--- src/rv_pkg.sv ---
`default_nettype none

package rv_pkg;

  //////////////////////////////////////////////////////////////////////
  // widths and codes

  localparam int XLEN       = 32;
  localparam int REG_ADDR_W = 5;
  localparam int ALU_OP_W   = 3;

  localparam logic [ALU_OP_W-1:0] ALU_ADD = 3'd0;
  localparam logic [ALU_OP_W-1:0] ALU_SUB = 3'd1;
  localparam logic [ALU_OP_W-1:0] ALU_AND = 3'd2;
  localparam logic [ALU_OP_W-1:0] ALU_OR  = 3'd3;
  localparam logic [ALU_OP_W-1:0] ALU_XOR = 3'd4;
  localparam logic [ALU_OP_W-1:0] ALU_SLT = 3'd5;

  // major opcodes, rv32i base set
  localparam logic [6:0] OPC_OP     = 7'b0110011;
  localparam logic [6:0] OPC_OP_IMM = 7'b0010011;
  localparam logic [6:0] OPC_LUI    = 7'b0110111;
  localparam logic [6:0] OPC_LOAD   = 7'b0000011;
  localparam logic [6:0] OPC_STORE  = 7'b0100011;
  localparam logic [6:0] OPC_BRANCH = 7'b1100011;

  // funct3 values the decoder cares about
  localparam logic [2:0] F3_ADD_SUB = 3'b000;
  localparam logic [2:0] F3_SLT     = 3'b010;
  localparam logic [2:0] F3_XOR     = 3'b100;
  localparam logic [2:0] F3_OR      = 3'b110;
  localparam logic [2:0] F3_AND     = 3'b111;
  localparam logic [2:0] F3_BEQ     = 3'b000;
  localparam logic [2:0] F3_BNE     = 3'b001;

  // controller and lsu state codes
  localparam logic [2:0] S_IDLE  = 3'd0;
  localparam logic [2:0] S_FETCH = 3'd1;
  localparam logic [2:0] S_WAIT  = 3'd2;
  localparam logic [2:0] S_EXEC  = 3'd3;
  localparam logic [2:0] S_MEM   = 3'd4;
  localparam logic [1:0] L_IDLE  = 2'd0;
  localparam logic [1:0] L_REQ   = 2'd1;
  localparam logic [1:0] L_WAIT  = 2'd2;

  //////////////////////////////////////////////////////////////////////
  // instruction word, one view per encoding format

  typedef union packed {
    struct packed {
      logic [6:0] funct7;
      logic [4:0] rs2;
      logic [4:0] rs1;
      logic [2:0] funct3;
      logic [4:0] rd;
      logic [6:0] opcode;
    } r;
    struct packed {
      logic [11:0] imm;
      logic [4:0]  rs1;
      logic [2:0]  funct3;
      logic [4:0]  rd;
      logic [6:0]  opcode;
    } i;
    struct packed {
      logic [6:0] imm_hi;
      logic [4:0] rs2;
      logic [4:0] rs1;
      logic [2:0] funct3;
      logic [4:0] imm_lo;
      logic [6:0] opcode;
    } s;
    struct packed {
      logic       imm12;
      logic [5:0] imm10_5;
      logic [4:0] rs2;
      logic [4:0] rs1;
      logic [2:0] funct3;
      logic [3:0] imm4_1;
      logic       imm11;
      logic [6:0] opcode;
    } b;
    struct packed {
      logic [19:0] imm;
      logic [4:0]  rd;
      logic [6:0]  opcode;
    } u;
  } rv_instr_u;

endpackage

`default_nettype wire

--- src/rv_alu.sv ---
`default_nettype none

module rv_alu (
  input  logic [rv_pkg::ALU_OP_W-1:0] operator_i,
  input  logic [rv_pkg::XLEN-1:0]     operand_a_i,
  input  logic [rv_pkg::XLEN-1:0]     operand_b_i,
  output logic [rv_pkg::XLEN-1:0]     result_o,
  output logic                        equal_o
);
  import rv_pkg::*;

  logic [XLEN-1:0] sum;
  logic [XLEN-1:0] diff;
  logic            less;

  assign sum  = operand_a_i + operand_b_i;
  assign diff = operand_a_i - operand_b_i;
  assign less = $signed(operand_a_i) < $signed(operand_b_i);  // signed compare for slt

  always_comb begin
    case (operator_i)
      ALU_ADD: result_o = sum;
      ALU_SUB: result_o = diff;
      ALU_AND: result_o = operand_a_i & operand_b_i;
      ALU_OR:  result_o = operand_a_i | operand_b_i;
      ALU_XOR: result_o = operand_a_i ^ operand_b_i;
      ALU_SLT: result_o = {{(XLEN-1){1'b0}}, less};
      default: result_o = sum;  // unused codes fall back to add
    endcase
  end

  // branch compare
  assign equal_o = (operand_a_i == operand_b_i);

endmodule

`default_nettype wire

--- config.mk ---
export PLATFORM = sky130hd
export DESIGN_NAME = rv_alu
export DESIGN_NICKNAME = d
export VERILOG_FILES = /design/src/rv_pkg.sv /design/src/rv_alu.sv
export SDC_FILE = /design/constraint.sdc
export NUM_CORES = 1
export LEC_CHECK = 0
export CAP_MARGIN = 10
export CORE_UTILIZATION = 25
export DETAILED_ROUTE_END_ITERATION = 10
export DONT_BUFFER_PORTS = 1
export PLACE_DENSITY_LB_ADDON = 0.08
export SLEW_MARGIN = 20
export SYNTH_ARGS = -nofsm -noshare
export SYNTH_HDL_FRONTEND = slang
export SYNTH_SLANG_ARGS = --single-unit
--- constraint.sdc ---
create_clock -name vclk -period 4.39
set_clock_uncertainty 0.2 [all_clocks]
set_input_delay 0.439 -clock vclk [all_inputs]
set_output_delay 0.439 -clock vclk [all_outputs]
set_load 0.05 [all_outputs]
# Word level (Yosys, flattened, before mapping)
# Index checks and enable logic that the tools add are counted.
[classes] addsub=2 n_lt_le_gt_ge=1 n_eq_ne=6 muxes=1 bitwise=3
[ops] op="case mux 32 bit (5 select lines)" count=1
[ops] op="adder 32 bit" count=1
[ops] op="bitwise AND 32 bit" count=1
[ops] op="== test 32 bit" count=1
[ops] op="less-than comparator 32 bit" count=1
[ops] op="OR 32 bit" count=1
[ops] op="subtractor 32 bit" count=1
[ops] op="bitwise XOR 32 bit" count=1
[ops] op="== test 3 x 2 -> 1 bit, second input constant" count=2
[ops] op="== test 3 bit, second input constant" count=2
[ops] op="== test 3 x 1 -> 1 bit, second input constant" count=1
[word_totals] reg_bits=0 input_bits=67 output_inout_bits=33 elab_cells=13

# Longest topological paths before layout
[logic_depth] ltp_word=2 ltp_mapped=13 mapped_depth_nobuf=13

# Worst setup path before layout
# OpenSTA, ideal clock, no wires.
[synth_path] path_kind="input -> output" from="input operand_b_i[6] in the netlist's numbering" to="output result_o[28] in the netlist's numbering" t_arrival_ps=3796 required_ps=3751 slack_ps=-45 path_stages=12 n_path_buf=1 path_cell_list="inv_1 -> ha_1 -> buf_2 -> inv_2 -> or4_1 -> a31oi_1 -> a21oi_1 -> a32o_1 -> o221ai_2 -> a211o_1 -> o221ai_1 -> a211oi_1"
[synth_between] elab_chain_cells=2
[synth_lines] element="start: declaration" line_no="rv_alu.sv:6" source="input logic [rv_pkg::XLEN-1:0] operand_b_i,"
[synth_lines] element="adder 32 bit / subtractor 32 bit (equally long branches)" line_no="rv_alu.sv:16, rv_alu.sv:17"
[synth_lines] element="case mux 32 bit (5 select lines) (*)" line_no="rv_alu.sv:21" source="case (operator_i)"
[synth_lines] element="end: declaration" line_no="rv_alu.sv:7" source="output logic [rv_pkg::XLEN-1:0] result_o,"
# Every way passes the cells marked *; elsewhere a longest branch is shown, timed or not.

# Final worst setup path
[layout_path] from="input operand_b_i[7] in the netlist's numbering" to="output result_o[0] in the netlist's numbering"
[layout_between] elab_chain_cells=2
[layout_lines] element="less-than comparator 32 bit" line_no="rv_alu.sv:18" source="assign less = $signed(operand_a_i) < $signed(operand_b_i);"
[layout_lines] element="case mux 32 bit (5 select lines)" line_no="rv_alu.sv:21"
# Every way passes these cells.

==> results.cfg <==
[outcome]
status = completed

[synthesis]
synth_area_per_cell_um2 = 6.29
yosys_warnings = 0
synth_cell_type_count = 76
synth_area_um2 = 5720
netlist_instances = 909
ys_top_cells_by_area = ha_1 21%, a21oi_1 7.9%, nor2_1 7.0%, inv_1 6.9%, o21ai_0 5.7%
synth_nets = 1074
yosys.area.top_type = ha_1
synth_top_area_share_pct = 21.0
synthTopCellsByCount = 106 x nor2_1, 105 x inv_1, 96 x ha_1
yosysSeqAreaShare_pct = 0
synth.most_common_cell = nor2_1

[floorplan]
floorplan.die_area_um2 = 23500
initial_core_util_pct = 25.9
die_x_um = 153
rows = 54
chipHeight_um = 153
core-area_um2 = 22100
ios = 100

[sta]
fmax_mhz = 242
timing.slew.headroom_pct = 34.8
worst_slew_pin_slew_ns = 0.977
fin_hold_ws_ns = 0.944
rsz0062_at_grt = no
hold_viol = 0
period_needed_ns = 4.13
drv_slew = 0
setup_viol = 0
timing.final.crit_share_pct = 94.1

[min_path]
hold-path-cell-count = 2
hold_class = primary input to output pin

[route]
drt.antenna.violating_nets = 0
finalWirelength_um = 25300
viasPerCell = 5.58
drt-initial-drc-count = 572
drcViolationCount = 0
vias = 6757
dr.pass1.iters = 7
wl_per_cell_um = 20.9

[critical_path]
crit_path_end_kind = output pin
critical_path_required_ns = 3.75
cp-startpoint = operand_b_i[7]
path_max_fanout = 8
critPathKind = primary input to output pin
startpoint_type = primary input
endpoint = result_o[0]
cp.arrival_ns = 3.49

[finish]
stdcell_count = 1211
fillCellCount = 2504
seq_cells = 0
fin_util_pct = 29.4
area_growth_pct = 13.8
antennaDiodeCount = 0
fin_nets = 1098
drive_above_1_share_pct = 11.7
nClkBuffers = 0
multiInputGateArea_um2 = 5140
seq_area_um2 = 0

[power_and_ir_drop]
p_per_area_nw_per_um2 = 174
ir_drop_uv = 58.4
power.leakage_uw = 0.00294

[grt]
track_usage_pct = 21.0
grt_pass1_wl_um = 39000
antenna_found_initial = 0
overflow = 0
grt_pass1_vias = 6479
grt_start_max_net_pins = 71

[placed_design]
placed_cells = 1211
port_buffers = 0
gp_congestion = 0.853
dp_hpwl_um = 19900

[flow_run]
maxCapViolations = 0

[clock_tree]
postCtsSetupBuffers = 0
cells by family (layout without fill, tap and decap cells):
kind of cell             after synthesis  in the layout  share of synthesized area [%]
AO/OA/AOI/OAI                        352            352                           41.0
AND/OR/NAND/NOR                      267            267                           21.6
buffers and inverters                164            186                           11.2
adder cells (fa/ha/maj)               98             98                           21.7
XOR/XNOR                              21             21                           3.22
multiplexers                           7              7                           1.25
per-stage QoR:
stage	power [uW]	setup TNS [ns]	instance area, um^2	setup WS [ns]
2_1_floorplan	794	0	5720	0.00472
3_3_place_gp	1130	-0.0797	6470	-0.0797
3_5_place_dp	1120	-0.217	6470	-0.217
4_1_cts	1120	0	6490	0.130
5_1_grt	1220	0	6500	0.0390
6_report	1130	0	6500	0.260
worst min path at each step:
stage               slack (ns)      endpoint           start
detailed placement        0.95  result_o[12]   operator_i[2]
floorplan                 1.20       equal_o  operand_b_i[0]
global placement          0.95  result_o[12]   operator_i[2]
global route              0.95   result_o[7]   operator_i[1]
finish                    0.94   result_o[7]   operator_i[1]
CTS                       0.95  result_o[12]   operator_i[2]
per-layer routing:
layer | wire (um) | track usage, % | vias up
met5 | 0 | 0 | -
met4 | 359 | 2.93 | 0
met3 | 1780 | 2.07 | 20
met2 | 11100 | 33.3 | 230
met1 | 12100 | 30.9 | 3186
li1 | - | - | 3321
power by group:
group | switching [uW] | total, uW | internal (uW) | leakage, uW
logic | 733 | 1130 | 396 | 0.00294
registers | 0 | 0 | 0 | 0
clock network | 0 | 0 | 0 | 0
timing repair:
item,in CTS,in global routing
resized for setup,2,4
hold endpoints to repair,0,0
hold buffers,0,0
setup endpoints to repair,1,8
final cells by class:
cell class	instances	area share (%)
inverters	107	6.18
multi-input cells	745	79.1
well taps	280	5.39
repair buffers	79	9.31
critical path: stages:
cell       delay [ns]
inv_1            0.03
ha_1             0.39
inv_2            0.15
o21ai_1          0.09
a2111oi_2        0.57
a211oi_2         0.17
o211ai_1         0.31
a21oi_2          0.17
or3_1            0.42
a221oi_2         0.34
o22ai_1          0.17
buf_4            0.22
cell usage in the layout, fill, tap and decap left out, types with 13 or more instances in the layout:
master    instances
ha_1             95
inv_1           105
nand2_1          65
o21bai_1         17
o221ai_1         13
a22oi_1          13
buf_4            78
o22ai_1          19
nor3_1           23
a21oi_1          89
a31oi_1          16
xnor2_1          17
o21ai_0          63
nor2_1          106
No activity file was read; power rests on OpenSTA's default activity.
