--- src/rv_pkg.sv ---
`default_nettype none

package rv_pkg;

  //////////////////////////////////////////////////////////////////////
  // widths and codes

  localparam int XLEN       = 32;
  localparam int REG_ADDR_W = 5;
  localparam int ALU_OP_W   = 3;

  localparam logic [ALU_OP_W-1:0] ALU_ADD = 3'd0;
  localparam logic [ALU_OP_W-1:0] ALU_SUB = 3'd1;
  localparam logic [ALU_OP_W-1:0] ALU_AND = 3'd2;
  localparam logic [ALU_OP_W-1:0] ALU_OR  = 3'd3;
  localparam logic [ALU_OP_W-1:0] ALU_XOR = 3'd4;
  localparam logic [ALU_OP_W-1:0] ALU_SLT = 3'd5;

  // major opcodes, rv32i base set
  localparam logic [6:0] OPC_OP     = 7'b0110011;
  localparam logic [6:0] OPC_OP_IMM = 7'b0010011;
  localparam logic [6:0] OPC_LUI    = 7'b0110111;
  localparam logic [6:0] OPC_LOAD   = 7'b0000011;
  localparam logic [6:0] OPC_STORE  = 7'b0100011;
  localparam logic [6:0] OPC_BRANCH = 7'b1100011;

  // funct3 values the decoder cares about
  localparam logic [2:0] F3_ADD_SUB = 3'b000;
  localparam logic [2:0] F3_SLT     = 3'b010;
  localparam logic [2:0] F3_XOR     = 3'b100;
  localparam logic [2:0] F3_OR      = 3'b110;
  localparam logic [2:0] F3_AND     = 3'b111;
  localparam logic [2:0] F3_BEQ     = 3'b000;
  localparam logic [2:0] F3_BNE     = 3'b001;

  // controller and lsu state codes
  localparam logic [2:0] S_IDLE  = 3'd0;
  localparam logic [2:0] S_FETCH = 3'd1;
  localparam logic [2:0] S_WAIT  = 3'd2;
  localparam logic [2:0] S_EXEC  = 3'd3;
  localparam logic [2:0] S_MEM   = 3'd4;
  localparam logic [1:0] L_IDLE  = 2'd0;
  localparam logic [1:0] L_REQ   = 2'd1;
  localparam logic [1:0] L_WAIT  = 2'd2;

  //////////////////////////////////////////////////////////////////////
  // instruction word, one view per encoding format

  typedef union packed {
    struct packed {
      logic [6:0] funct7;
      logic [4:0] rs2;
      logic [4:0] rs1;
      logic [2:0] funct3;
      logic [4:0] rd;
      logic [6:0] opcode;
    } r;
    struct packed {
      logic [11:0] imm;
      logic [4:0]  rs1;
      logic [2:0]  funct3;
      logic [4:0]  rd;
      logic [6:0]  opcode;
    } i;
    struct packed {
      logic [6:0] imm_hi;
      logic [4:0] rs2;
      logic [4:0] rs1;
      logic [2:0] funct3;
      logic [4:0] imm_lo;
      logic [6:0] opcode;
    } s;
    struct packed {
      logic       imm12;
      logic [5:0] imm10_5;
      logic [4:0] rs2;
      logic [4:0] rs1;
      logic [2:0] funct3;
      logic [3:0] imm4_1;
      logic       imm11;
      logic [6:0] opcode;
    } b;
    struct packed {
      logic [19:0] imm;
      logic [4:0]  rd;
      logic [6:0]  opcode;
    } u;
  } rv_instr_u;

endpackage

`default_nettype wire

--- src/rv_lsu.sv ---
`default_nettype none

module rv_lsu (
  input  logic                    clk_i,
  input  logic                    rst_n_i,
  input  logic                    lsu_req_i,
  input  logic                    lsu_we_i,
  input  logic [rv_pkg::XLEN-1:0] lsu_addr_i,
  input  logic [rv_pkg::XLEN-1:0] lsu_wdata_i,
  output logic                    lsu_done_o,
  output logic [rv_pkg::XLEN-1:0] lsu_rdata_o,
  output logic                    data_req_o,
  input  logic                    data_gnt_i,
  input  logic                    data_rvalid_i,
  output logic                    data_we_o,
  output logic [rv_pkg::XLEN-1:0] data_addr_o,
  output logic [rv_pkg::XLEN-1:0] data_wdata_o,
  input  logic [rv_pkg::XLEN-1:0] data_rdata_i
);
  import rv_pkg::*;

  logic [1:0]      state_q;
  logic            we_q;
  logic [XLEN-1:0] addr_q;
  logic [XLEN-1:0] wdata_q;

  always_ff @(posedge clk_i or negedge rst_n_i) begin
    if (!rst_n_i) begin
      state_q <= L_IDLE;
    end else begin
      case (state_q)
        L_IDLE: if (lsu_req_i) state_q <= L_REQ;
        L_REQ:  if (data_gnt_i) state_q <= we_q ? L_IDLE : L_WAIT;  // store ends here
        L_WAIT: if (data_rvalid_i) state_q <= L_IDLE;
        default: state_q <= L_IDLE;
      endcase
    end
  end

  // access captured once, stable through the grant wait
  always_ff @(posedge clk_i) begin
    if ((state_q == L_IDLE) && lsu_req_i) begin
      we_q    <= lsu_we_i;
      addr_q  <= lsu_addr_i;
      wdata_q <= lsu_wdata_i;
    end
  end

  assign data_req_o   = (state_q == L_REQ);
  assign data_we_o    = we_q;
  assign data_addr_o  = addr_q;
  assign data_wdata_o = wdata_q;

  assign lsu_done_o  = (data_req_o && data_gnt_i && we_q)
                     || ((state_q == L_WAIT) && data_rvalid_i);
  assign lsu_rdata_o = data_rdata_i;  // valid with done on loads

endmodule

`default_nettype wire

--- config.mk ---
export PLATFORM = sky130hd
export DESIGN_NAME = rv_lsu
export DESIGN_NICKNAME = d
export VERILOG_FILES = /design/src/rv_pkg.sv /design/src/rv_lsu.sv
export SDC_FILE = /design/constraint.sdc
export NUM_CORES = 1
export LEC_CHECK = 0
export BUFFER_PORTS_ARGS = -buffer_cell sky130_fd_sc_hd__buf_2
export CAP_MARGIN = 20
export CORE_ASPECT_RATIO = 0.6
export CORE_MARGIN = 2
export CORE_UTILIZATION = 25
export DETAILED_ROUTE_END_ITERATION = 10
export GPL_TIMING_DRIVEN = 0
export PLACE_DENSITY_LB_ADDON = 0.12
export SETUP_SLACK_MARGIN = 0.4
export SYNTH_ARGS = -nofsm -noshare
export SYNTH_HDL_FRONTEND = slang
export SYNTH_SLANG_ARGS = --single-unit
--- constraint.sdc ---
create_clock -name clk_i -period 6.65 [get_ports clk_i]
set_input_delay 0.3325 -clock clk_i [delete_from_list [all_inputs] [get_ports clk_i]]
set_output_delay 0.3325 -clock clk_i [all_outputs]
set_load 0.005 [all_outputs]
After elaboration in Yosys (flattened, before gate mapping). Cells that the tools add are included.

Word-level logic and storage cells: 21. Bits of input ports: 102. Register bits: 67.

Equality and inequality tests: 5. Mux-type cells: 5. Reduce and logical (&&, ||, !) cells: 7.

Operator list (number): 2-to-1 mux 2 bit (4); case mux 2 bit (3 select lines) (1); logical AND 1 bit (4); inequality test 2 bit (second input constant) (2); AND reduction 3 bit (1); == test 2 x 1 -> 1 bit (second input constant) (1); == test 2 bit (second input constant) (1); logical NOT 2 bit (1); inequality test 2 x 1 -> 1 bit (second input constant) (1); logical OR 1 bit (1).

Logic depth before layout (Yosys ltp).
Depth after elaboration: 4. Depth in mapped cells: 2.

Worst setup path after synthesis. OpenSTA, ideal clock, no wires.

Path type: register to register. Start: reg state_q[0]. End: reg addr_q[0] (netlist: data_addr_o[0]) (enable). Buffers on the path: 0. Arrival: 3289 ps. Slack: 2873 ps. Cell stages (with the launch flop): 3. Data required time: 6162 ps. Library setup time: 488 ps. Path through: dfrtp_1 > nand2b_1 > nor2_1.

Word-level cells in the longest chain between the ends: 2.

Ends and longest elaborated chain: start, declared (RTL line rv_lsu.sv:22) `logic [1:0] state_q;`; start signal, assigned (RTL line rv_lsu.sv:33) `L_REQ: if (data_gnt_i) state_q <= we_q ? L_IDLE : L_WAIT;`; logical NOT 2 bit (RTL line rv_lsu.sv:42) `if ((state_q == L_IDLE) && lsu_req_i) begin`; logical AND 1 bit (RTL line rv_lsu.sv:42); end signal, assigned (RTL line rv_lsu.sv:44) `addr_q <= lsu_addr_i;`; end, declared (RTL line rv_lsu.sv:24) `logic [XLEN-1:0] addr_q;`.

Every way passes these cells. A chain may end at the register's enable or synchronous reset.

Worst setup path after layout.
Start: reg state_q[0]. End: reg wdata_q[4] (netlist: data_wdata_o[4]) (enable).

Word-level cells in the longest chain between the ends: 2.

Ends and longest elaborated chain: logical NOT 2 bit (RTL line rv_lsu.sv:42); logical AND 1 bit (RTL line rv_lsu.sv:42); end signal, assigned (RTL line rv_lsu.sv:45) `wdata_q <= lsu_wdata_i;`; end, declared (RTL line rv_lsu.sv:25) `logic [XLEN-1:0] wdata_q;`.

Every way passes these cells.

==> results by stage <==
Setup path:
- The worst setup path category is reg -> reg.
- The cell with the largest stage delay on the worst path is nor2_4.
- The critical-path maximum fanout is 26.
- The critical path goes through nand2b_1 > nor2_4 > buf_12.
- The largest single stage delay on the critical path is 0.55 ns.
- The arrival time at the worst endpoint is 1.80 ns.
- For the worst setup path, the data required time is 6.67 ns.
- STA classifies the critical path startpoint as a flip-flop.
- The worst setup path is captured at a flip-flop.

Layout:
- After filler insertion, the fill cell instance count of the layout stands at 857.
- The net count of the finished layout is 394.
- After the flow finishes, the layout carries non-filler instances totaling 413.
- Measured on the finished design, the core utilization comes to 39.86%.
- The number of antenna diodes in the final layout is 0.
- The post-synthesis to final-layout area growth is 56.91%.
- The post-route netlist has 73.06% of its cells at a drive strength greater than 1.

Clock tree:
- In this run the deepest clock path goes through 2 buffers.
- TritonCTS built the clock tree.
- For the worst-skew pair, the clock arrives at the later sink with an insertion delay of 0.33 ns.
- Gates resized during post-CTS repair numbered 0.
- The level count of the clock H-tree is 3.
- The tree is rooted in a clkbuf_16.
- The clock slew seen by the registers of the worst setup and hold paths is 0.05 ns.
- For this design, the sink count on the clock tree is 67.
- Counting the buffers created by CTS gives 9.

Yosys:
- The fraction of the yosys area taken by sequential cells is 86.72%.
- The synthesized area divided by synthesized cell count is 20.99 um2.
- After synthesis, the largest area contributor takes up 84.55% of total cell area.
- The async set or reset register ratio after synthesis is 2.985%.
- The number of flops mapped to enable cells by yosys is 65.
- The most used flip-flop cell after synthesis is edfxtp_1.
- The register bit total from synthesis is 67.
- After synthesis, the cell types taking the most area are edfxtp_1, buf_4, dfrtp_1, nand2b_1, a21oi_2.
- Synthesis produced 110 cells.
- During synthesis, Yosys emitted a total of 0 warnings.
- The dominant cell by count in the synthesized netlist is edfxtp_1.
- In this run the cell area of the synthesized design comes to 2308 um2.
- The number of nets in the synthesized netlist is 212.
- The cell accounting for the most synthesized area is edfxtp_1.
- The count of distinct cell types in the synthesized netlist is 13.
- By count the netlist is led by edfxtp_1, buf_4, dfrtp_1, nand2b_1.

Power:
- The share of total power dissipated in sequential elements is 48.7%.
- The internal power contribution is 885.6 uW.
- The overall power consumption is 1159 uW.
- The portion of total power attributed to the clock network is 36.0%.
- IR analysis of the VDD net gives a maximum drop of 160.7 uV.
- Combinational cells account for 15.3% of the total power.
- The analysis attributes to cell leakage a power of 0.001632 uW.
- Net switching is 23.58% of the power.
- For this design the ratio of total power to cell area is 319.9 nW/um2.
- The switching power is 273.2 uW.

Die:
- The floorplan step set the die width to 128.1 um.
- The die boundary height is 78.44 um.
- The floorplan step defined a core boundary enclosing 9087 um2.
- The number of placed I/O pins is 201.
- The die covers 10040 um2.
- The starting density of the core is 25.40%.
- The number of core rows is 27.

Global route:
- The pin count of the biggest net entering global routing is 27.
- The total global routing overflow is 0.
- The number of global-route vias before repair is 1552.
- In the global route stage, overall resource usage came out at 11.04%.
- The initial antenna violation count is 0.
- The wire length of the first global-routing pass is 7969 um.

Timing:
- The maximum operating frequency is 563.4 MHz.
- The count of final max-slew check failures is 0.
- Headroom to the max-slew limit came out at 53.80%.
- Clock skew on the completed layout was measured at 0.002791 ns.
- The final hold violation count is 0.
- At the pin with the least slew margin, the transition time is 0.6913 ns.
- Across all setup checks in the final design, the least slack found is 4.875 ns.
- The setup TNS is 0 ns.
- The shortest clock period the worst path allows after layout is 1.775 ns.
- After layout, the worst path uses 26.69% of the clock period.
- Setup repair after global routing left no endpoint under its margin.
- The number of failing setup endpoints in the final timing report is 0.

Hold path:
- The type of the tightest min-delay check is in -> reg.

Route:
- The first detailed-routing pass ran for 4 iterations.
- After the first detailed-routing iteration, the DRC count stood at 50.
- The post-detailed-route via-to-cell ratio is 3.787.
- After detailed routing, the number of remaining DRC violations is 0.
- The via count is 1564.
- The average routed wire per standard cell is 13.00 um.
- Once detail routing completed, the nets flagged for antenna violations numbered 0.
- The total length of routed wires is 5371 um.

Place:
- The post-DP HPWL is 4100 um.
- Routability-driven placement finished with a final weighted congestion of 0.6154.
- The count of buffers added on input and output ports is 168.
- The number of placed instances, taps included, is 396.
- The worst slack after detailed placement is 4.855 ns.

Outcome:
- The flow ran to the end, and the final reports show no timing, DRC or antenna violations.

Job:
- The max-cap check violation count is 0.
[state kept, by name, indices dropped and copies added (netlist names)]
register      count
data_we_o         1
data_addr_o      32
state_q           2
data_wdata_o     32
[critical path: cells and delay by family (launching register included)]
family	cells	cell delay, ns
buf+inv	1	0.26
flops	1	0.42
simple gates	2	0.77
[power groups by stage]
stage	clock [uW]	sequential [uW]	combinational, uW
after global routing	459	571	197
after global placement	0	582	164
after CTS	435	565	183
after detailed placement	0	573	182
after floorplan	0	588	51.8
final	418	564	177
[placed cells by master (no fill, tap or decap), drive strengths merged]
| cell | n |
|---|---|
| buf | 202 |
| edfxtp | 65 |
| clkbuf | 11 |
| clkinv | 4 |
| nand2b | 2 |
| dfrtp | 2 |
| nor2b | 1 |
| nand3 | 1 |
| inv | 1 |
| o22ai | 1 |
| nor2 | 1 |
| or2b | 1 |
| a21oi | 1 |
| nand2 | 1 |
| o32ai | 1 |
| clkinvlp | 1 |
| dlygate4sd3 | 1 |
[logic make-up (layout without fill, tap and decap cells)]
family	after synthesis	in the layout	synth area share (%)
AND/OR/NAND/NOR	7	7	1.680
AO/OA/AOI/OAI	3	3	1.030
buffers and inverters	33	220	10.57
flip-flops	67	67	86.72
[repair_timing]
| item | 4_1_cts | 5_1_grt |
|---|---|---|
| endpoints found under the hold margin | 2 | 0 |
| buffers inserted | 0 | 0 |
| hold buffers | 1 | 0 |
[per-stage QoR]
step	instance area (um2)	hold slack [ns]
after global placement	3294	0.1245
final	3622	0.1785
after global routing	3622	0.1536
after detailed placement	3349	0.1249
after floorplan	2308	0.03691
after CTS	3622	0.1612
[layout make-up]
type / count / area [um2] / area share (%)
Sequential cell: 67 / 2002 / 55.27
Timing Repair Buffer: 171 / 898.4 / 24.80
Buffer: 32 / 240.2 / 6.632
Clock buffer: 11 / 232.7 / 6.425
Tap cell: 116 / 145.1 / 4.007
Multi-Input combinational cell: 10 / 70.07 / 1.934
Clock inverter: 5 / 30.03 / 0.8290
Inverter: 1 / 3.754 / 0.1036
[final timing paths]
kind	startpoint	cells past startpoint	slack [ns]	endpoint
min in group asynchronous	rst_n_i	2	0.34	state_q[1]
worst min-delay path	lsu_wdata_i[19]	1	0.18	data_wdata_o[19]
worst min register to register	data_we_o	1	0.53	state_q[1]
worst max register to register	state_q[0]	3	4.88	data_wdata_o[4]
max in group asynchronous	rst_n_i	2	6.21	state_q[0]
worst max-delay path	state_q[0]	3	4.88	data_wdata_o[4]
[routing by layer]
metal  track usage [%]  part of all wire (%)  wire length [um]
met5                 0                     0                 0
met4             5.275                   1.3                68
met3             8.453                    15               804
met2             14.55                    42              2229
met1             13.01                    42              2268
Note: power is estimated with default switching activity, not from simulation.
