<file path="src/rv_pkg.sv">
`default_nettype none

package rv_pkg;

  //////////////////////////////////////////////////////////////////////
  // widths and codes

  localparam int XLEN       = 32;
  localparam int REG_ADDR_W = 5;
  localparam int ALU_OP_W   = 3;

  localparam logic [ALU_OP_W-1:0] ALU_ADD = 3'd0;
  localparam logic [ALU_OP_W-1:0] ALU_SUB = 3'd1;
  localparam logic [ALU_OP_W-1:0] ALU_AND = 3'd2;
  localparam logic [ALU_OP_W-1:0] ALU_OR  = 3'd3;
  localparam logic [ALU_OP_W-1:0] ALU_XOR = 3'd4;
  localparam logic [ALU_OP_W-1:0] ALU_SLT = 3'd5;

  // major opcodes, rv32i base set
  localparam logic [6:0] OPC_OP     = 7'b0110011;
  localparam logic [6:0] OPC_OP_IMM = 7'b0010011;
  localparam logic [6:0] OPC_LUI    = 7'b0110111;
  localparam logic [6:0] OPC_LOAD   = 7'b0000011;
  localparam logic [6:0] OPC_STORE  = 7'b0100011;
  localparam logic [6:0] OPC_BRANCH = 7'b1100011;

  // funct3 values the decoder cares about
  localparam logic [2:0] F3_ADD_SUB = 3'b000;
  localparam logic [2:0] F3_SLT     = 3'b010;
  localparam logic [2:0] F3_XOR     = 3'b100;
  localparam logic [2:0] F3_OR      = 3'b110;
  localparam logic [2:0] F3_AND     = 3'b111;
  localparam logic [2:0] F3_BEQ     = 3'b000;
  localparam logic [2:0] F3_BNE     = 3'b001;

  // controller and lsu state codes
  localparam logic [2:0] S_IDLE  = 3'd0;
  localparam logic [2:0] S_FETCH = 3'd1;
  localparam logic [2:0] S_WAIT  = 3'd2;
  localparam logic [2:0] S_EXEC  = 3'd3;
  localparam logic [2:0] S_MEM   = 3'd4;
  localparam logic [1:0] L_IDLE  = 2'd0;
  localparam logic [1:0] L_REQ   = 2'd1;
  localparam logic [1:0] L_WAIT  = 2'd2;

  //////////////////////////////////////////////////////////////////////
  // instruction word, one view per encoding format

  typedef union packed {
    struct packed {
      logic [6:0] funct7;
      logic [4:0] rs2;
      logic [4:0] rs1;
      logic [2:0] funct3;
      logic [4:0] rd;
      logic [6:0] opcode;
    } r;
    struct packed {
      logic [11:0] imm;
      logic [4:0]  rs1;
      logic [2:0]  funct3;
      logic [4:0]  rd;
      logic [6:0]  opcode;
    } i;
    struct packed {
      logic [6:0] imm_hi;
      logic [4:0] rs2;
      logic [4:0] rs1;
      logic [2:0] funct3;
      logic [4:0] imm_lo;
      logic [6:0] opcode;
    } s;
    struct packed {
      logic       imm12;
      logic [5:0] imm10_5;
      logic [4:0] rs2;
      logic [4:0] rs1;
      logic [2:0] funct3;
      logic [3:0] imm4_1;
      logic       imm11;
      logic [6:0] opcode;
    } b;
    struct packed {
      logic [19:0] imm;
      logic [4:0]  rd;
      logic [6:0]  opcode;
    } u;
  } rv_instr_u;

endpackage

`default_nettype wire

</file>
<file path="src/rv_controller.sv">
`default_nettype none

module rv_controller (
  input  logic                          clk_i,
  input  logic                          rst_n_i,
  input  logic                          fetch_enable_i,
  output logic                          core_busy_o,
  output logic                          fetch_start_o,
  input  logic                          instr_valid_i,
  input  rv_pkg::rv_instr_u             instr_i,
  output logic                          retire_o,
  output logic                          branch_taken_o,
  output logic [rv_pkg::XLEN-1:0]       branch_offset_o,
  output logic [rv_pkg::REG_ADDR_W-1:0] rf_raddr_a_o,
  output logic [rv_pkg::REG_ADDR_W-1:0] rf_raddr_b_o,
  input  logic [rv_pkg::XLEN-1:0]       rf_rdata_a_i,
  input  logic [rv_pkg::XLEN-1:0]       rf_rdata_b_i,
  output logic                          rf_we_o,
  output logic [rv_pkg::REG_ADDR_W-1:0] rf_waddr_o,
  output logic [rv_pkg::XLEN-1:0]       rf_wdata_o,
  output logic [rv_pkg::ALU_OP_W-1:0]   alu_operator_o,
  output logic [rv_pkg::XLEN-1:0]       alu_operand_a_o,
  output logic [rv_pkg::XLEN-1:0]       alu_operand_b_o,
  input  logic [rv_pkg::XLEN-1:0]       alu_result_i,
  input  logic                          alu_equal_i,
  output logic                          lsu_req_o,
  output logic                          lsu_we_o,
  output logic [rv_pkg::XLEN-1:0]       lsu_addr_o,
  output logic [rv_pkg::XLEN-1:0]       lsu_wdata_o,
  input  logic                          lsu_done_i,
  input  logic [rv_pkg::XLEN-1:0]       lsu_rdata_i
);
  import rv_pkg::*;

  logic [2:0]          state_q;
  logic [2:0]          state_d;
  logic [2:0]          after_retire;
  logic [XLEN-1:0]     imm_i;
  logic [XLEN-1:0]     imm_s;
  logic [XLEN-1:0]     imm_u;
  logic [XLEN-1:0]     imm;
  logic [ALU_OP_W-1:0] alu_op;
  logic                zero_a, use_imm, wb_alu;
  logic                is_load, is_store, is_branch, is_mem;
  logic                in_exec, in_mem;

  //////////////////////////////////////////////////////////////////////
  // decode

  assign imm_i = {{20{instr_i.i.imm[11]}}, instr_i.i.imm};
  assign imm_s = {{20{instr_i.s.imm_hi[6]}}, instr_i.s.imm_hi, instr_i.s.imm_lo};
  assign imm_u = {instr_i.u.imm, 12'b0};
  assign branch_offset_o = {{19{instr_i.b.imm12}}, instr_i.b.imm12, instr_i.b.imm11,
                            instr_i.b.imm10_5, instr_i.b.imm4_1, 1'b0};

  always_comb begin
    alu_op    = ALU_ADD;
    zero_a    = 1'b0;
    use_imm   = 1'b0;
    imm       = imm_i;
    wb_alu    = 1'b0;
    is_load   = 1'b0;
    is_store  = 1'b0;
    is_branch = 1'b0;
    case (instr_i.r.opcode)
      OPC_OP: begin
        wb_alu = 1'b1;
        case (instr_i.r.funct3)
          F3_ADD_SUB: alu_op = instr_i.r.funct7[5] ? ALU_SUB : ALU_ADD;
          F3_SLT:     alu_op = ALU_SLT;
          F3_XOR:     alu_op = ALU_XOR;
          F3_OR:      alu_op = ALU_OR;
          F3_AND:     alu_op = ALU_AND;
          default:    wb_alu = 1'b0;  // shifts, sltu retire as no-op
        endcase
      end
      OPC_OP_IMM: begin
        use_imm = 1'b1;
        wb_alu  = (instr_i.i.funct3 == F3_ADD_SUB);  // addi only
      end
      OPC_LUI: begin
        zero_a  = 1'b1;  // 0 + upper imm
        use_imm = 1'b1;
        imm     = imm_u;
        wb_alu  = 1'b1;
      end
      OPC_LOAD: begin
        use_imm = 1'b1;
        is_load = 1'b1;
      end
      OPC_STORE: begin
        use_imm  = 1'b1;
        imm      = imm_s;
        is_store = 1'b1;
      end
      OPC_BRANCH: is_branch = (instr_i.b.funct3 == F3_BEQ) || (instr_i.b.funct3 == F3_BNE);
      default: ;
    endcase
  end

  assign is_mem = is_load | is_store;

  //////////////////////////////////////////////////////////////////////
  // sequencing

  assign after_retire = fetch_enable_i ? S_FETCH : S_IDLE;  // drain then stop

  always_comb begin
    state_d = state_q;
    case (state_q)
      S_IDLE:  if (fetch_enable_i) state_d = S_FETCH;
      S_FETCH: state_d = S_WAIT;
      S_WAIT:  if (instr_valid_i) state_d = S_EXEC;
      S_EXEC:  state_d = is_mem ? S_MEM : after_retire;
      S_MEM:   if (lsu_done_i) state_d = after_retire;
      default: state_d = S_IDLE;
    endcase
  end

  always_ff @(posedge clk_i or negedge rst_n_i) begin
    if (!rst_n_i) state_q <= S_IDLE;
    else          state_q <= state_d;
  end

  assign in_exec       = (state_q == S_EXEC);
  assign in_mem        = (state_q == S_MEM);
  assign core_busy_o   = (state_q != S_IDLE);
  assign fetch_start_o = (state_q == S_FETCH);

  // beq taken on equal, bne (funct3[0]) on not equal
  assign branch_taken_o = in_exec & is_branch & (alu_equal_i ^ instr_i.b.funct3[0]);
  assign retire_o       = (in_exec & ~is_mem) | (in_mem & lsu_done_i);

  //////////////////////////////////////////////////////////////////////
  // datapath steering

  assign rf_raddr_a_o    = instr_i.r.rs1;
  assign rf_raddr_b_o    = instr_i.r.rs2;
  assign alu_operator_o  = alu_op;
  assign alu_operand_a_o = zero_a ? '0 : rf_rdata_a_i;
  assign alu_operand_b_o = use_imm ? imm : rf_rdata_b_i;

  assign rf_we_o    = (in_exec & wb_alu) | (in_mem & is_load & lsu_done_i);
  assign rf_waddr_o = instr_i.r.rd;
  assign rf_wdata_o = in_mem ? lsu_rdata_i : alu_result_i;  // load data or alu

  assign lsu_req_o   = in_exec & is_mem;
  assign lsu_we_o    = is_store;
  assign lsu_addr_o  = alu_result_i;  // rs1 + offset
  assign lsu_wdata_o = rf_rdata_b_i;

endmodule

`default_nettype wire

</file>
<file path="config.mk">
export PLATFORM = sky130hd
export DESIGN_NAME = rv_controller
export DESIGN_NICKNAME = d
export VERILOG_FILES = /design/src/rv_pkg.sv /design/src/rv_controller.sv
export SDC_FILE = /design/constraint.sdc
export NUM_CORES = 1
export LEC_CHECK = 0
export ABC_AREA = 1
export BUFFER_PORTS_ARGS = -buffer_cell sky130_fd_sc_hd__clkbuf_2
export CORE_AREA = 2 2 149 151
export DETAILED_ROUTE_END_ITERATION = 12
export DIE_AREA = 0 0 151 153
export GPL_TIMING_DRIVEN = 0
export PLACE_DENSITY = 0.41
export SETUP_SLACK_MARGIN = 0.15
export SYNTH_ARGS = -nofsm -noshare
export SYNTH_HDL_FRONTEND = slang
export SYNTH_SLANG_ARGS = --single-unit
</file>
<file path="constraint.sdc">
create_clock -name clk_i -period 1.6 [get_ports clk_i]
set_clock_uncertainty 0.2 [all_clocks]
set_input_delay 0 -clock clk_i [delete_from_list [all_inputs] [get_ports clk_i]]
set_output_delay 0 -clock clk_i [all_outputs]
set_load 0.03 [all_outputs]
</file>
* Yosys cells after proc, flatten, opt, wreduce, memory -nomap -nowiden
Index checks and enable logic that the tools add are counted.
Cells by class: equality and inequality tests 18, mux-type cells 20, bitwise logic cells 13, reductions and logical operators 7
Operator list (number):
- two-way mux 32 bit | 3
- case mux 31 bit (2 select lines) | 1
- case mux 3 bit (5 select lines) | 2
- equality test 7 x 6 -> 1 bit (second input constant) | 3
- two-way mux 3 bit | 5
- equality test 3 bit (second input constant) | 4
- equality test 3 x 2 -> 1 bit (second input constant) | 3
- AND 1 bit | 8
- two-way mux 1 bit | 8
- equality test 7 x 2 -> 1 bit (second input constant) | 1
- equality test 7 x 5 -> 1 bit (second input constant) | 1
- equality test 7 bit (second input constant) | 1
- equality test 3 x 1 -> 1 bit (second input constant) | 2
- logical NOT 3 bit | 2
- != test 2 bit (second input constant) | 3
- OR reduction 5 bit | 1
- OR reduction 4 bit | 1
- bitwise OR 1 bit | 3
- case mux 1 bit (3 select lines) | 1
- AND reduction 3 bit | 1
- nonzero test 3 bit | 1
- logical OR 1 bit | 1
- inverter 1 bit | 1
- bitwise XOR 1 bit | 1
Word-level totals: register bits after elaboration 3, input bits 166, output and inout bits 217, logic and storage cells 59

* Longest topological paths before layout
Gate-level depths: netlist (run 1).
word-level depth 6, depth in mapped cells 10, gate-level depth less buffers 9

* Worst setup path before layout (run 1)
Ideal clock, no wire load.
path kind register -> output, start point register state_q[1], end point output port branch_taken_o, arrival 1.468 ns, data required time 1.400 ns, path slack -0.068 ns, stages on the path, launching flop included 5, buffers on the path 0, cells stage by stage dfrtp_1 nand2_1 nor2_1 nand3_1 a211oi_1
Between the ends: word-level cells in the longest chain between the ends 3
Ends and longest elaborated chain:
- from (decl) | RTL line rv_controller.sv:35 | logic [2:0] state_q;
- from (signal assigned) | RTL line rv_controller.sv:122 | else state_q <= state_d;
- equality test 3 x 2 -> 1 bit | RTL line rv_controller.sv:125 | assign in_exec = (state_q == S_EXEC);
- AND 1 bit (2 in series) | RTL line rv_controller.sv:131 | assign branch_taken_o = in_exec & is_branch & (alu_equal_i ^ instr_i.b.funct3[0]);
- to (decl) | RTL line rv_controller.sv:12 | output logic branch_taken_o,
No other way between the ends.

* Final worst setup path (run 1)
start point register state_q[0], end point output port rf_wdata_o[23] (netlist bit)
Between the ends: word-level cells in the longest chain between the ends 2
Ends and longest elaborated chain:
- equality test 3 bit | RTL line rv_controller.sv:126 | assign in_mem = (state_q == S_MEM);
- two-way mux 32 bit | RTL line rv_controller.sv:145 | assign rf_wdata_o = in_mem ? lsu_rdata_i : alu_result_i;
- to (decl) | RTL line rv_controller.sv:20 | output logic [rv_pkg::XLEN-1:0] rf_wdata_o,
No other way between the ends.

==> summary.md, run 1 <==
| Metric | Value |
|---|---|
| Status | `complete, but fails checks` |
| Failing checks | `negative setup slack` |
| Largest registers | `state_q (3)` |
| Syn Nets | `651` |
| CP required | `1.40 ns` |
| Root Buffer | `clkbuf_16` |
| DRT Pass-1 Iters | `4` |
| Setup TNS | `-0.635 ns` |
| Most used routing layer | `met2` |
| Fin nets | `1,083` |
| Crit path max-delay cell type | `dfrtp_1` |
| Biggest register | `state_q` |
| Crit path kind | `reg -> out` |
| Largest area contributor in the netlist | `buf_4` |
| Ports | `383` |
| # DRC | `0` |
| Mapped Cells | `485` |
| Leak pwr | `4.24 nW` |
| CTS H-Tree Depth | `1` |
| R2R setup slack | `0.05 ns` |
| First-pass GRT wire length | `24,300 um` |
| Hold Slack | `0.104 ns` |
| Max Freq | `610 MHz` |
| Antenna Nets Post-Route | `0` |
| Met3 Track Usage GR | `2.09%` |
| WP buf/inv | `3` |
| Core Rows | `54` |
| Vias in the first global route | `4,440` |
| RSZ-0062 raised after global routing | `yes` |
| N_diodes | `0` |
| Buffers added on ports | `381` |
| Crit Path Max Fanout | `5` |
| Area growth syn-to-layout | `196%` |
| Grt met2 use | `27.8%` |
| Delay of the slowest cell on the worst path | `0.40 ns` |
| Met1 GRT Util | `14.4%` |
| Vias per cell | `3.75` |
| DR iter-0 viols | `105` |
| Yosys cell types | `21` |
| Syn avg cell area | `5.09 um^2` |
| Clock Tree Buf Depth | `2` |
| Min Tclk post-route | `1.64 ns` |
| MaxCap Viol Count | `0` |
| Final Cycle Share | `103%` |
| Final Max Slew Viols | `0` |
| Initial core utilization | `11.5%` |
| Warnings from Yosys | `0` |
| Grt ovf | `0` |
| Core Footprint | `21,500 um^2` |
| Final setup fails | `30` |
| Crit-path cells | `nor2_4, nand2_8, clkinv_8, clkbuf_16, nand2_1, nand2_2, buf_8` |
| Worst slack at placement | `-0.633 ns` |
| Largest net degree at the start of global routing | `23` |
| VDD IR-drop max | `0.000271 V` |
| CP arrival | `1.44 ns` |
| Layout cells sized above 1 | `77.8%` |
| Total track usage | `13.6%` |
| Initial antenna violation count | `0` |
| Count of final hold-check violations | `0` |
| Mapped Area | `2470 um^2` |
| Yosys reg bits | `3` |
| Critical Path Sink Type | `output port` |
| Yosys top cell area share | `34.7%` |
| Synth area leaders | `buf_4 35%, nand2_1 25%, nand3_1 14%` |
| GPL Wtd Cong | `0.766` |
| DP Cell Count | `1,146` |
| Max reg flops | `3` |
| Final HPWL from detailed placement | `13,700 um` |
| Total power divided by cell area | `419 nW/um^2` |
| Clock-pin transition on the worst setup and hold timing paths | `0.03 ns` |
| Fin cells | `1,196` |
| CTS sink count | `3` |
| Die Width | `151 um` |
| Num CTS Buffers | `3` |
| Worst path top cell family by delay | `simple AND/OR/NAND/NOR gates` |
| Overall die area | `23,100 um^2` |
| Total Routed Length | `17,200 um` |
| HP Class | `in -> reg` |
| Seq/Total Area, Yosys | `3.04%` |
| Startpoint Class | `flip-flop` |
| Final WS setup | `-0.0400 ns` |
| Vias | `4,483` |
| Worst skew pair latency | `0.22 ns` |
| Post-DR wirelength/cell | `14.3 um` |
| TritonCTS clock tree | `built` |
| Die height | `153 um` |
area by class of cell:
class | instances | area (um^2)
Buffer | 132 | 1160
Clock buffer | 4 | 78.8
Fill cell | 2315 | 14200
Inverter | 51 | 234
Multi-Input combinational cell | 300 | 2290
Sequential cell | 3 | 76.3
Tap cell | 280 | 350
Timing Repair Buffer | 425 | 3100
Timing Repair inverter | 1 | 8.76
layer usage:
| layer | vias to the layer above | share of wire, % |
|---|---|---|
| li1 | 2240 | - |
| met1 | 1996 | 35 |
| met2 | 235 | 56 |
| met3 | 12 | 7.9 |
| met4 | 0 | 1.0 |
| met5 | - | 0 |
logic make-up (layout without fill, tap and decap cells):
kind of cell           after synthesis  after routing  synth area share (%)
AO/OA/AOI/OAI                        8              8                  1.98
other                                1              1                 0.152
buffers and inverters              183            613                  45.5
AND/OR/NAND/NOR                    290            291                  49.3
flip-flops                           3              3                  3.04
power by group:
group | switching (mW) | internal, mW | leakage, nW
logic | 1.41 | 1.11 | 4.16
registers | 0.0341 | 0.104 | 0.0363
clock network | 0.0691 | 0.329 | 0.0382
total | 1.51 | 1.55 | 4.24
per-stage QoR:
step	power, mW	utilization [%]	instance area (um^2)
2_1_floorplan	1.33	-	2480
3_3_place_gp	2.00	22.0	4730
3_5_place_dp	2.00	22.0	4730
4_1_cts	2.87	30.8	6620
5_1_grt	3.24	34.0	7310
6_report	3.06	34.0	7310
worst register-to-register path, cell delays in order (launching register included):
cell and delay, ns:
dfrtp_1 0.40, nor2_4 0.19, buf_4 0.15, nand2_2 0.10, buf_4 0.15, o22ai_1 0.10, nor2_1 0.05, nand2_1 0.06
inv_1 0.04
cell usage after synthesis, drive strengths merged:
cell type	count
nor2	50
o21ai	4
inv	50
buf	120
clkbuf	12
nor3	3
o22ai	2
nand2	168
a22o	1
conb	1
clkinv	1
nand3	68
a211oi	1
nand4	1
dfrtp	3
final timing paths:
check,from,to,cells after the start
min in group asynchronous,rst_n_i,state_q[0],3
max in group asynchronous,rst_n_i,state_q[2],3
min reg2reg,state_q[1],state_q[1],2
max,state_q[0],rf_wdata_o[23],7
min,instr_i[6],state_q[0],7
max reg2reg,state_q[0],state_q[0],8
what timing repair did:
action | in CTS | in global routing
hold buffers | 5 | 0
pin swaps | 43 | 44
resized for setup | 336 | 190
setup endpoints to repair | 102 | 93
gates cloned | 10 | 0
setup buffers | 25 | 6
hold endpoints to repair | 5 | 0
layout by cell type (no fill, tap or decap), types with 7 or more instances in the layout:
cell type  instances
buf_8             59
nand2_4           26
nand3_4           42
nor2_1            40
clkbuf_16          9
clkbuf_8          17
nand3_2           13
inv_1             43
buf_12             8
nand3_1           13
clkbuf_2         305
nor2_4             7
buf_6             13
buf_4            135
nand2_1           88
nand2_2           52
No activity file was read; power rests on OpenSTA's default activity.
==> run 2: changes to the inputs <==
--- a/config.mk
+++ b/config.mk
@@ -5,13 +5,12 @@
 export SDC_FILE = /design/constraint.sdc
 export NUM_CORES = 1
 export LEC_CHECK = 0
-export ABC_AREA = 1
 export BUFFER_PORTS_ARGS = -buffer_cell sky130_fd_sc_hd__clkbuf_2
 export CORE_AREA = 2 2 149 151
 export DETAILED_ROUTE_END_ITERATION = 12
 export DIE_AREA = 0 0 151 153
 export GPL_TIMING_DRIVEN = 0
-export PLACE_DENSITY = 0.41
+export PLACE_DENSITY = 0.43
 export SETUP_SLACK_MARGIN = 0.15
 export SYNTH_ARGS = -nofsm -noshare
 export SYNTH_HDL_FRONTEND = slang
==> summary.md, run 2 <==
| Metric | Value |
|---|---|
| EDFF count, synth | `0 (unchanged)` |
| First-pass GRT wire length | `24,700 um (+1.8%)` |
| Fraction of registers with async set/reset | `100% (unchanged)` |
| Met3 Track Usage GR | `2.06% (-0.030 points)` |
| Synth area leaders | `buf_4 31%, mux2_2 13%, and2b_1 6.2%` |
| Antenna Nets Post-Route | `0 (unchanged)` |
| Crit path kind | `reg -> out` |
| Initial antenna violation count | `0 (unchanged)` |
| Num CTS Buffers | `3 (unchanged)` |
| Total track usage | `13.7% (+0.061 points)` |
| Min Tclk post-route | `1.90 ns (+0.259 ns)` |
| Delay of the slowest cell on the worst path | `0.36 ns (-0.04 ns)` |
| RSZ-0062 raised after global routing | `yes` |
| Worst slack at placement | `-0.579 ns (+0.0536 ns)` |
| TritonCTS clock tree | `built` |
| Crit Path Max Fanout | `5 (unchanged)` |
| FF/Latch Area | `77.6 um^2 (+1.6%)` |
| Status | `complete, but fails checks` |
| Worst skew pair latency | `0.23 ns (about the same)` |
| DP Cell Count | `1,064 (-7.2%)` |
| Top-count cell post-synth | `buf_4` |
| CTS H-Tree Depth | `1 (unchanged)` |
| Fin cells | `1,111 (-7.1%)` |
| Grt ovf | `0 (unchanged)` |
| Warnings from Yosys | `0 (unchanged)` |
| Slew headroom | `36.4%` |
| Die height | `153 um (unchanged)` |
| CTS sink count | `3 (unchanged)` |
| Grt met2 use | `26.3% (-1.5 points)` |
| Initial core utilization | `12.9% (+1.4 points)` |
| Ys flop type | `dfrtp_1` |
| Seq/Total Area, Yosys | `2.71% (-0.34 points)` |
| Fin nets | `998 (-7.8%)` |
| Syn Nets | `570 (-12%)` |
| # DRC | `0 (unchanged)` |
| Yosys top cell area share | `31.4% (-3.3 points)` |
| Max Freq | `526 MHz (-14%)` |
| Buffers added on ports | `380 (-0.26%)` |
| N_diodes | `0 (unchanged)` |
| Ports | `383 (unchanged)` |
| Core Rows | `54 (unchanged)` |
| Vias in the first global route | `4,260 (-4.1%)` |
| Met1 GRT Util | `15.6% (+1.2 points)` |
| Leak pwr | `3.78 nW (-11%)` |
| DR iter-0 viols | `103 (-1.9%)` |
| Final Max Slew Viols | `0 (unchanged)` |
| Final HPWL from detailed placement | `14,000 um (+2.2%)` |
| Crit-path most repeated cell | `buf_6` |
| Commonest cells in the netlist | `116 x buf_4, 38 x nor2_1, 33 x mux2_2` |
| # fillers | `2,250 (-2.8%)` |
| Largest registers | `state_q (3)` |
| Syn avg cell area | `6.86 um^2 (+35%)` |
| Mapped Area | `2770 um^2 (+12%)` |
| DRT Pass-1 Iters | `4 (unchanged)` |
| Overall die area | `23,100 um^2 (unchanged)` |
| Largest net degree at the start of global routing | `24 (+4.3%)` |
| Vias | `4,329 (-3.4%)` |
| Die Width | `151 um (unchanged)` |
| Final setup fails | `54 (+80%)` |
| Yosys reg bits | `3 (unchanged)` |
| Yosys cell types | `42 (+100%)` |
| Final WS setup | `-0.299 ns (-0.259 ns)` |
| MaxCap Viol Count | `0 (unchanged)` |
| Setup TNS | `-10.77 ns (-10.13 ns)` |
| Startpoint Class | `flip-flop` |
| Most common cell after layout, fill and taps aside | `clkbuf_2` |
| Area growth syn-to-layout | `171%` |
| Largest area contributor in the netlist | `buf_4` |
| HP Class | `in -> reg` |
| Count of final hold-check violations | `0 (unchanged)` |
| Post-layout power | `3.41 mW (+12%)` |
| Core Footprint | `21,500 um^2 (unchanged)` |
| Final Cycle Share | `119% (+16 points)` |
| Failing checks | `negative setup slack` |
| GPL Wtd Cong | `0.747 (-2.4%)` |
| Most frequent cells in the layout | `272 x clkbuf_2, 133 x buf_4, 68 x buf_8, 37 x clkbuf_8, 34 x nor2_1` |
| Crit-path cells | `buf_6, nor3b_4, buf_6, buf_12, mux2_4, buf_8` |
| Worst Tran Pin Value | `0.953 ns` |
| Max reg flops | `3 (unchanged)` |
| Post-DR wirelength/cell | `15.7 um (+9.2%)` |
| Multi-input logic area | `2450 um^2 (+6.9%)` |
| Biggest register | `state_q` |
| CP required | `1.40 ns (about the same)` |
| Critical Path Sink Type | `output port` |
| VDD IR-drop max | `0.000278 V (+2.6%)` |
| Most used routing layer | `met2` |
| Vias per cell | `3.90 (+4.0%)` |
| Mapped Cells | `404 (-17%)` |
| Root Buffer | `clkbuf_16` |
| Clock-pin transition on the worst setup and hold timing paths | `0.03 ns (about the same)` |
| Clock Tree Buf Depth | `2 (unchanged)` |
| Crit path max-delay cell type | `dfrtp_1` |
| CP arrival | `1.70 ns (+0.26 ns)` |
| Layout cells sized above 1 | `81.8% (+4.0 points)` |
| Total Routed Length | `17,400 um (+1.4%)` |
| Total power divided by cell area | `455 nW/um^2 (+8.7%)` |
[run 2: final cells by class]
class / count / share of cell area (%)
Buffer: 138 / 15.0
Clock buffer: 4 / 1.05
Inverter: 7 / 0.350
Multi-Input combinational cell: 256 / 32.6
Sequential cell: 3 / 1.03
Tap cell: 280 / 4.67
Timing Repair Buffer: 423 / 45.3
[run 2: per-layer routing]
| metal | share of wire [%] | vias to the layer above |
|---|---|---|
| li1 | - | 2150 |
| met3 | 6.9 | 20 |
| met2 | 54 | 191 |
| met5 | 0 | - |
| met4 | 2.0 | 0 |
| met1 | 38 | 1968 |
[run 2: metrics by stage]
stage | util, % | instance area (um^2) | hold WS, ns
2_1_floorplan | - | 3030 | -0.496
3_3_place_gp | 24.6 | 5280 | -0.397
3_5_place_dp | 24.6 | 5280 | -0.395
4_1_cts | 32.8 | 7050 | 0.0317
5_1_grt | 34.9 | 7500 | 0.0602
6_report | 34.9 | 7500 | 0.0218
[run 2: logic make-up (layout without fill, tap and decap cells)]
| logic type | after synthesis | count (layout) | synth area share, % |
|---|---|---|---|
| buf+inv | 145 | 572 | 36.1 |
| simple gates | 131 | 131 | 26.4 |
| compound gates | 88 | 88 | 20.4 |
| mux | 33 | 33 | 13.4 |
| xor+xnor | 3 | 3 | 0.948 |
| flops | 3 | 3 | 2.71 |
| other cells | 1 | 1 | 0.135 |
[run 2: final timing paths]
kind	from	endpoint	slack, ns	cells after the start
worst max-delay path	state_q[1]	rf_wdata_o[10]	-0.30	6
worst min-delay path	instr_valid_i	state_q[0]	0.02	4
worst max register to register	state_q[2]	state_q[0]	0.12	7
worst min register to register	state_q[2]	state_q[1]	0.46	3
max in group asynchronous	rst_n_i	state_q[0]	0.53	3
min in group asynchronous	rst_n_i	state_q[2]	0.50	3
[run 2: power breakdown]
group	internal, mW	total, mW	switching, mW	leakage [nW]
sequential	0.107	0.144	0.0367	0.0348
clock	0.329	0.401	0.0715	0.0382
combinational	1.33	2.87	1.54	3.70
total	1.77	3.41	1.65	3.78
[run 2: worst max-delay path, delay by kind of cell (launching register included)]
kind                   cells  cell delay, ns
buffers and inverters      4            0.58
DFF                        1            0.36
muxes                      1            0.33
and+or+nand+nor            1            0.19
[run 2: timing repair]
| item | CTS | global route |
|---|---|---|
| setup buffers | 29 | 4 |
| gates resized for setup | 317 | 142 |
| pin swaps | 20 | 21 |
| hold buffers | 3 | 0 |
| cloned | 4 | 3 |
| hold endpoints to repair | 4 | 0 |
| endpoints found under the setup margin | 107 | 108 |
==> run 3: changes to the inputs <==
--- a/config.mk
+++ b/config.mk
@@ -6,11 +6,13 @@
 export NUM_CORES = 1
 export LEC_CHECK = 0
 export BUFFER_PORTS_ARGS = -buffer_cell sky130_fd_sc_hd__clkbuf_2
+export CAP_MARGIN = 20
 export CORE_AREA = 2 2 149 151
 export DETAILED_ROUTE_END_ITERATION = 12
 export DIE_AREA = 0 0 151 153
 export GPL_TIMING_DRIVEN = 0
 export PLACE_DENSITY = 0.43
+export RECOVER_POWER = 50
 export SETUP_SLACK_MARGIN = 0.15
 export SYNTH_ARGS = -nofsm -noshare
 export SYNTH_HDL_FRONTEND = slang
==> summary.md, run 3 (synthesized netlist as in run 2, its figures left out) <==
| Metric | Value |
|---|---|
| Most frequent cells in the layout | `194 x clkbuf_2, 133 x buf_4, 82 x clkbuf_1, 68 x buf_8, 37 x clkbuf_8` |
| Reg2Reg Depth | `7 (unchanged)` |
| Combinational power share | `83.9% (about the same)` |
| Crit path kind | `reg -> out` |
| Worst skew pair latency | `0.22 ns (about the same)` |
| GPL Wtd Cong | `0.747 (unchanged)` |
| Fin nets | `998 (unchanged)` |
| CP required | `1.40 ns (about the same)` |
| Max Freq | `526 MHz (about the same)` |
| Critical Path Sink Type | `output port` |
| Final Max Slew Viols | `0 (unchanged)` |
| Total power divided by cell area | `457 nW/um^2 (+0.46%)` |
| Crit Path Max Fanout | `5 (unchanged)` |
| Core Footprint | `21,500 um^2 (unchanged)` |
| Sw frac | `48.6% (+0.37 points)` |
| Area growth syn-to-layout | `167%` |
| Overall die area | `23,100 um^2 (unchanged)` |
| CTS H-Tree Depth | `1 (unchanged)` |
| RSZ-0062 raised after global routing | `yes` |
| Clock Tree Buf Depth | `2 (unchanged)` |
| CP arrival | `1.70 ns (about the same)` |
| Vias per cell | `3.89 (about the same)` |
| Clock-pin transition on the worst setup and hold timing paths | `0.03 ns (about the same)` |
| Crit-path cells | `buf_6, nor3b_4, buf_6, buf_12, mux2_4, buf_8` |
| Vias | `4,327 (-0.046%)` |
| Max reg flops | `3 (unchanged)` |
| Reg power frac | `4.2% (about the same)` |
| Worst Tran Pin Value | `0.955 ns (+0.00209 ns)` |
| Leak pwr | `3.54 nW (-6.1%)` |
| MaxCap Viol Count | `0 (unchanged)` |
| Grt ovf | `0 (unchanged)` |
| Final setup fails | `54 (unchanged)` |
| Hold path endpoint | `state_q[0]` |
| Root Buffer | `clkbuf_16` |
| TritonCTS clock tree | `built` |
| N_diodes | `0 (unchanged)` |
| Total track usage | `13.7% (unchanged)` |
| Critical Path Start | `state_q[1]` |
| Count of final hold-check violations | `0 (unchanged)` |
| Post-DR wirelength/cell | `15.7 um (+0.52%)` |
| First-pass GRT wire length | `24,700 um (unchanged)` |
| Slew headroom | `36.3% (-0.14 points)` |
| Largest registers | `state_q (3)` |
| Hold Path Stages | `4 (unchanged)` |
| # DRC | `0 (unchanged)` |
| Layout cells sized above 1 | `72.4% (-9.4 points)` |
| Initial core utilization | `12.9% (unchanged)` |
| Antenna Nets Post-Route | `0 (unchanged)` |
| Internal | `1.74 mW (-1.6%)` |
| Final Cycle Share | `119% (about the same)` |
| Final WS setup | `-0.300 ns (-0.000861 ns)` |
| Num CTS Buffers | `3 (unchanged)` |
| Failing checks | `negative setup slack` |
| DR iter-0 viols | `107 (+3.9%)` |
| DRT Pass-1 Iters | `4 (unchanged)` |
| Reg2reg start | `state_q[2]` |
| Startpoint Class | `flip-flop` |
| Crit-path most repeated cell | `buf_6` |
| Hold Slack | `0.0223 ns (+0.000547 ns)` |
| Biggest register | `state_q` |
| VDD IR-drop max | `0.000278 V (-0.22%)` |
| Min Tclk post-route | `1.90 ns (+0.000861 ns)` |
| Post-layout power | `3.38 mW (-0.85%)` |
| R2R setup slack | `0.12 ns (about the same)` |
| Crit path max-delay cell type | `dfrtp_1` |
| Buffers added on ports | `380 (unchanged)` |
| Ports | `383 (unchanged)` |
| Total Routed Length | `17,500 um (+0.52%)` |
| Clock power share | `11.8% (about the same)` |
| Hold path startpoint | `instr_valid_i` |
| Core Rows | `54 (unchanged)` |
| CTS sink count | `3 (unchanged)` |
| Initial antenna violation count | `0 (unchanged)` |
| Status | `complete, but fails checks` |
| Psw | `1.64 mW (about the same)` |
| Final HPWL from detailed placement | `14,000 um (unchanged)` |
| Delay of the slowest cell on the worst path | `0.36 ns (about the same)` |
| Largest net degree at the start of global routing | `24 (unchanged)` |
| Die Width | `151 um (unchanged)` |
| HP Class | `in -> reg` |
| Die height | `153 um (unchanged)` |
| Final Util | `34.5% (-0.45 points)` |
| Most common cell after layout, fill and taps aside | `clkbuf_2` |
| Vias in the first global route | `4,260 (unchanged)` |
| RR Endpoint | `state_q[0]` |
-- run 3: cell count changes in the layout (fill, tap and decap cells not counted) --
cell / change
clkbuf_2: -78
clkbuf_1: +78
-- run 3: routing by layer --
| metal | wire length [um] | GRT usage, % | part of all wire (%) |
|---|---|---|---|
| met4 | 351 | 2.94 | 2.0 |
| met3 | 1160 | 2.06 | 6.6 |
| met5 | 0 | 0 | 0 |
| met1 | 6660 | 15.6 | 38 |
| met2 | 9330 | 26.3 | 53 |
-- run 3: worst max-delay path, delay by kind of cell, from the launching register on --
family	cells	cell delay, ns
buffers and inverters	4	0.58
flip-flops	1	0.36
multiplexers	1	0.33
AND/OR/NAND/NOR	1	0.20
-- run 3: final cells by class --
cell class	count	area, um^2
tap	280	350
inverter	7	26.3
buffer	138	1120
sequential	3	77.6
clock buffer	4	78.8
timing repair buffer	423	3300
multi-input combinational	256	2450
fill	2288	14100
-- run 3: worst max path at each step --
stage / depth (start not counted) / end / slack (ns)
after global routing: 6 / rf_wdata_o[18] / -0.37
final: 6 / rf_wdata_o[10] / -0.30
after detailed placement: 6 / alu_operand_a_o[9] / -0.58
after global placement: 6 / alu_operand_a_o[9] / -0.60
after CTS: 6 / rf_wdata_o[10] / -0.35
after floorplan: 3 / branch_taken_o / -0.21
-- run 3: timing repair --
action	in CTS	in global routing
setup endpoints to repair	107	108
endpoints found under the hold margin	4	0
hold buffers	3	0
pin swaps	20	21
gates cloned	4	3
setup buffers	29	4
gates resized for setup	317	142
-- run 3: power by group through the flow --
stage,Clock [mW],Combinational [mW],Sequential (mW)
2_1_floorplan,0,1.45,0.140
3_3_place_gp,0,2.19,0.149
3_5_place_dp,0,2.18,0.148
4_1_cts,0.406,2.74,0.142
5_1_grt,0.416,3.00,0.146
6_report,0.400,2.84,0.144
-- run 3: stage by stage --
step	instances	setup slack, ns	setup TNS [ns]	instance area [um^2]
6_report	1111	-0.300	-10.81	7410
5_1_grt	1111	-0.367	-14.34	7410
4_1_cts	1104	-0.346	-12.46	7050
3_5_place_dp	1064	-0.579	-30.73	5280
3_3_place_gp	1064	-0.597	-32.05	5280
2_1_floorplan	404	-0.207	-0.781	3030
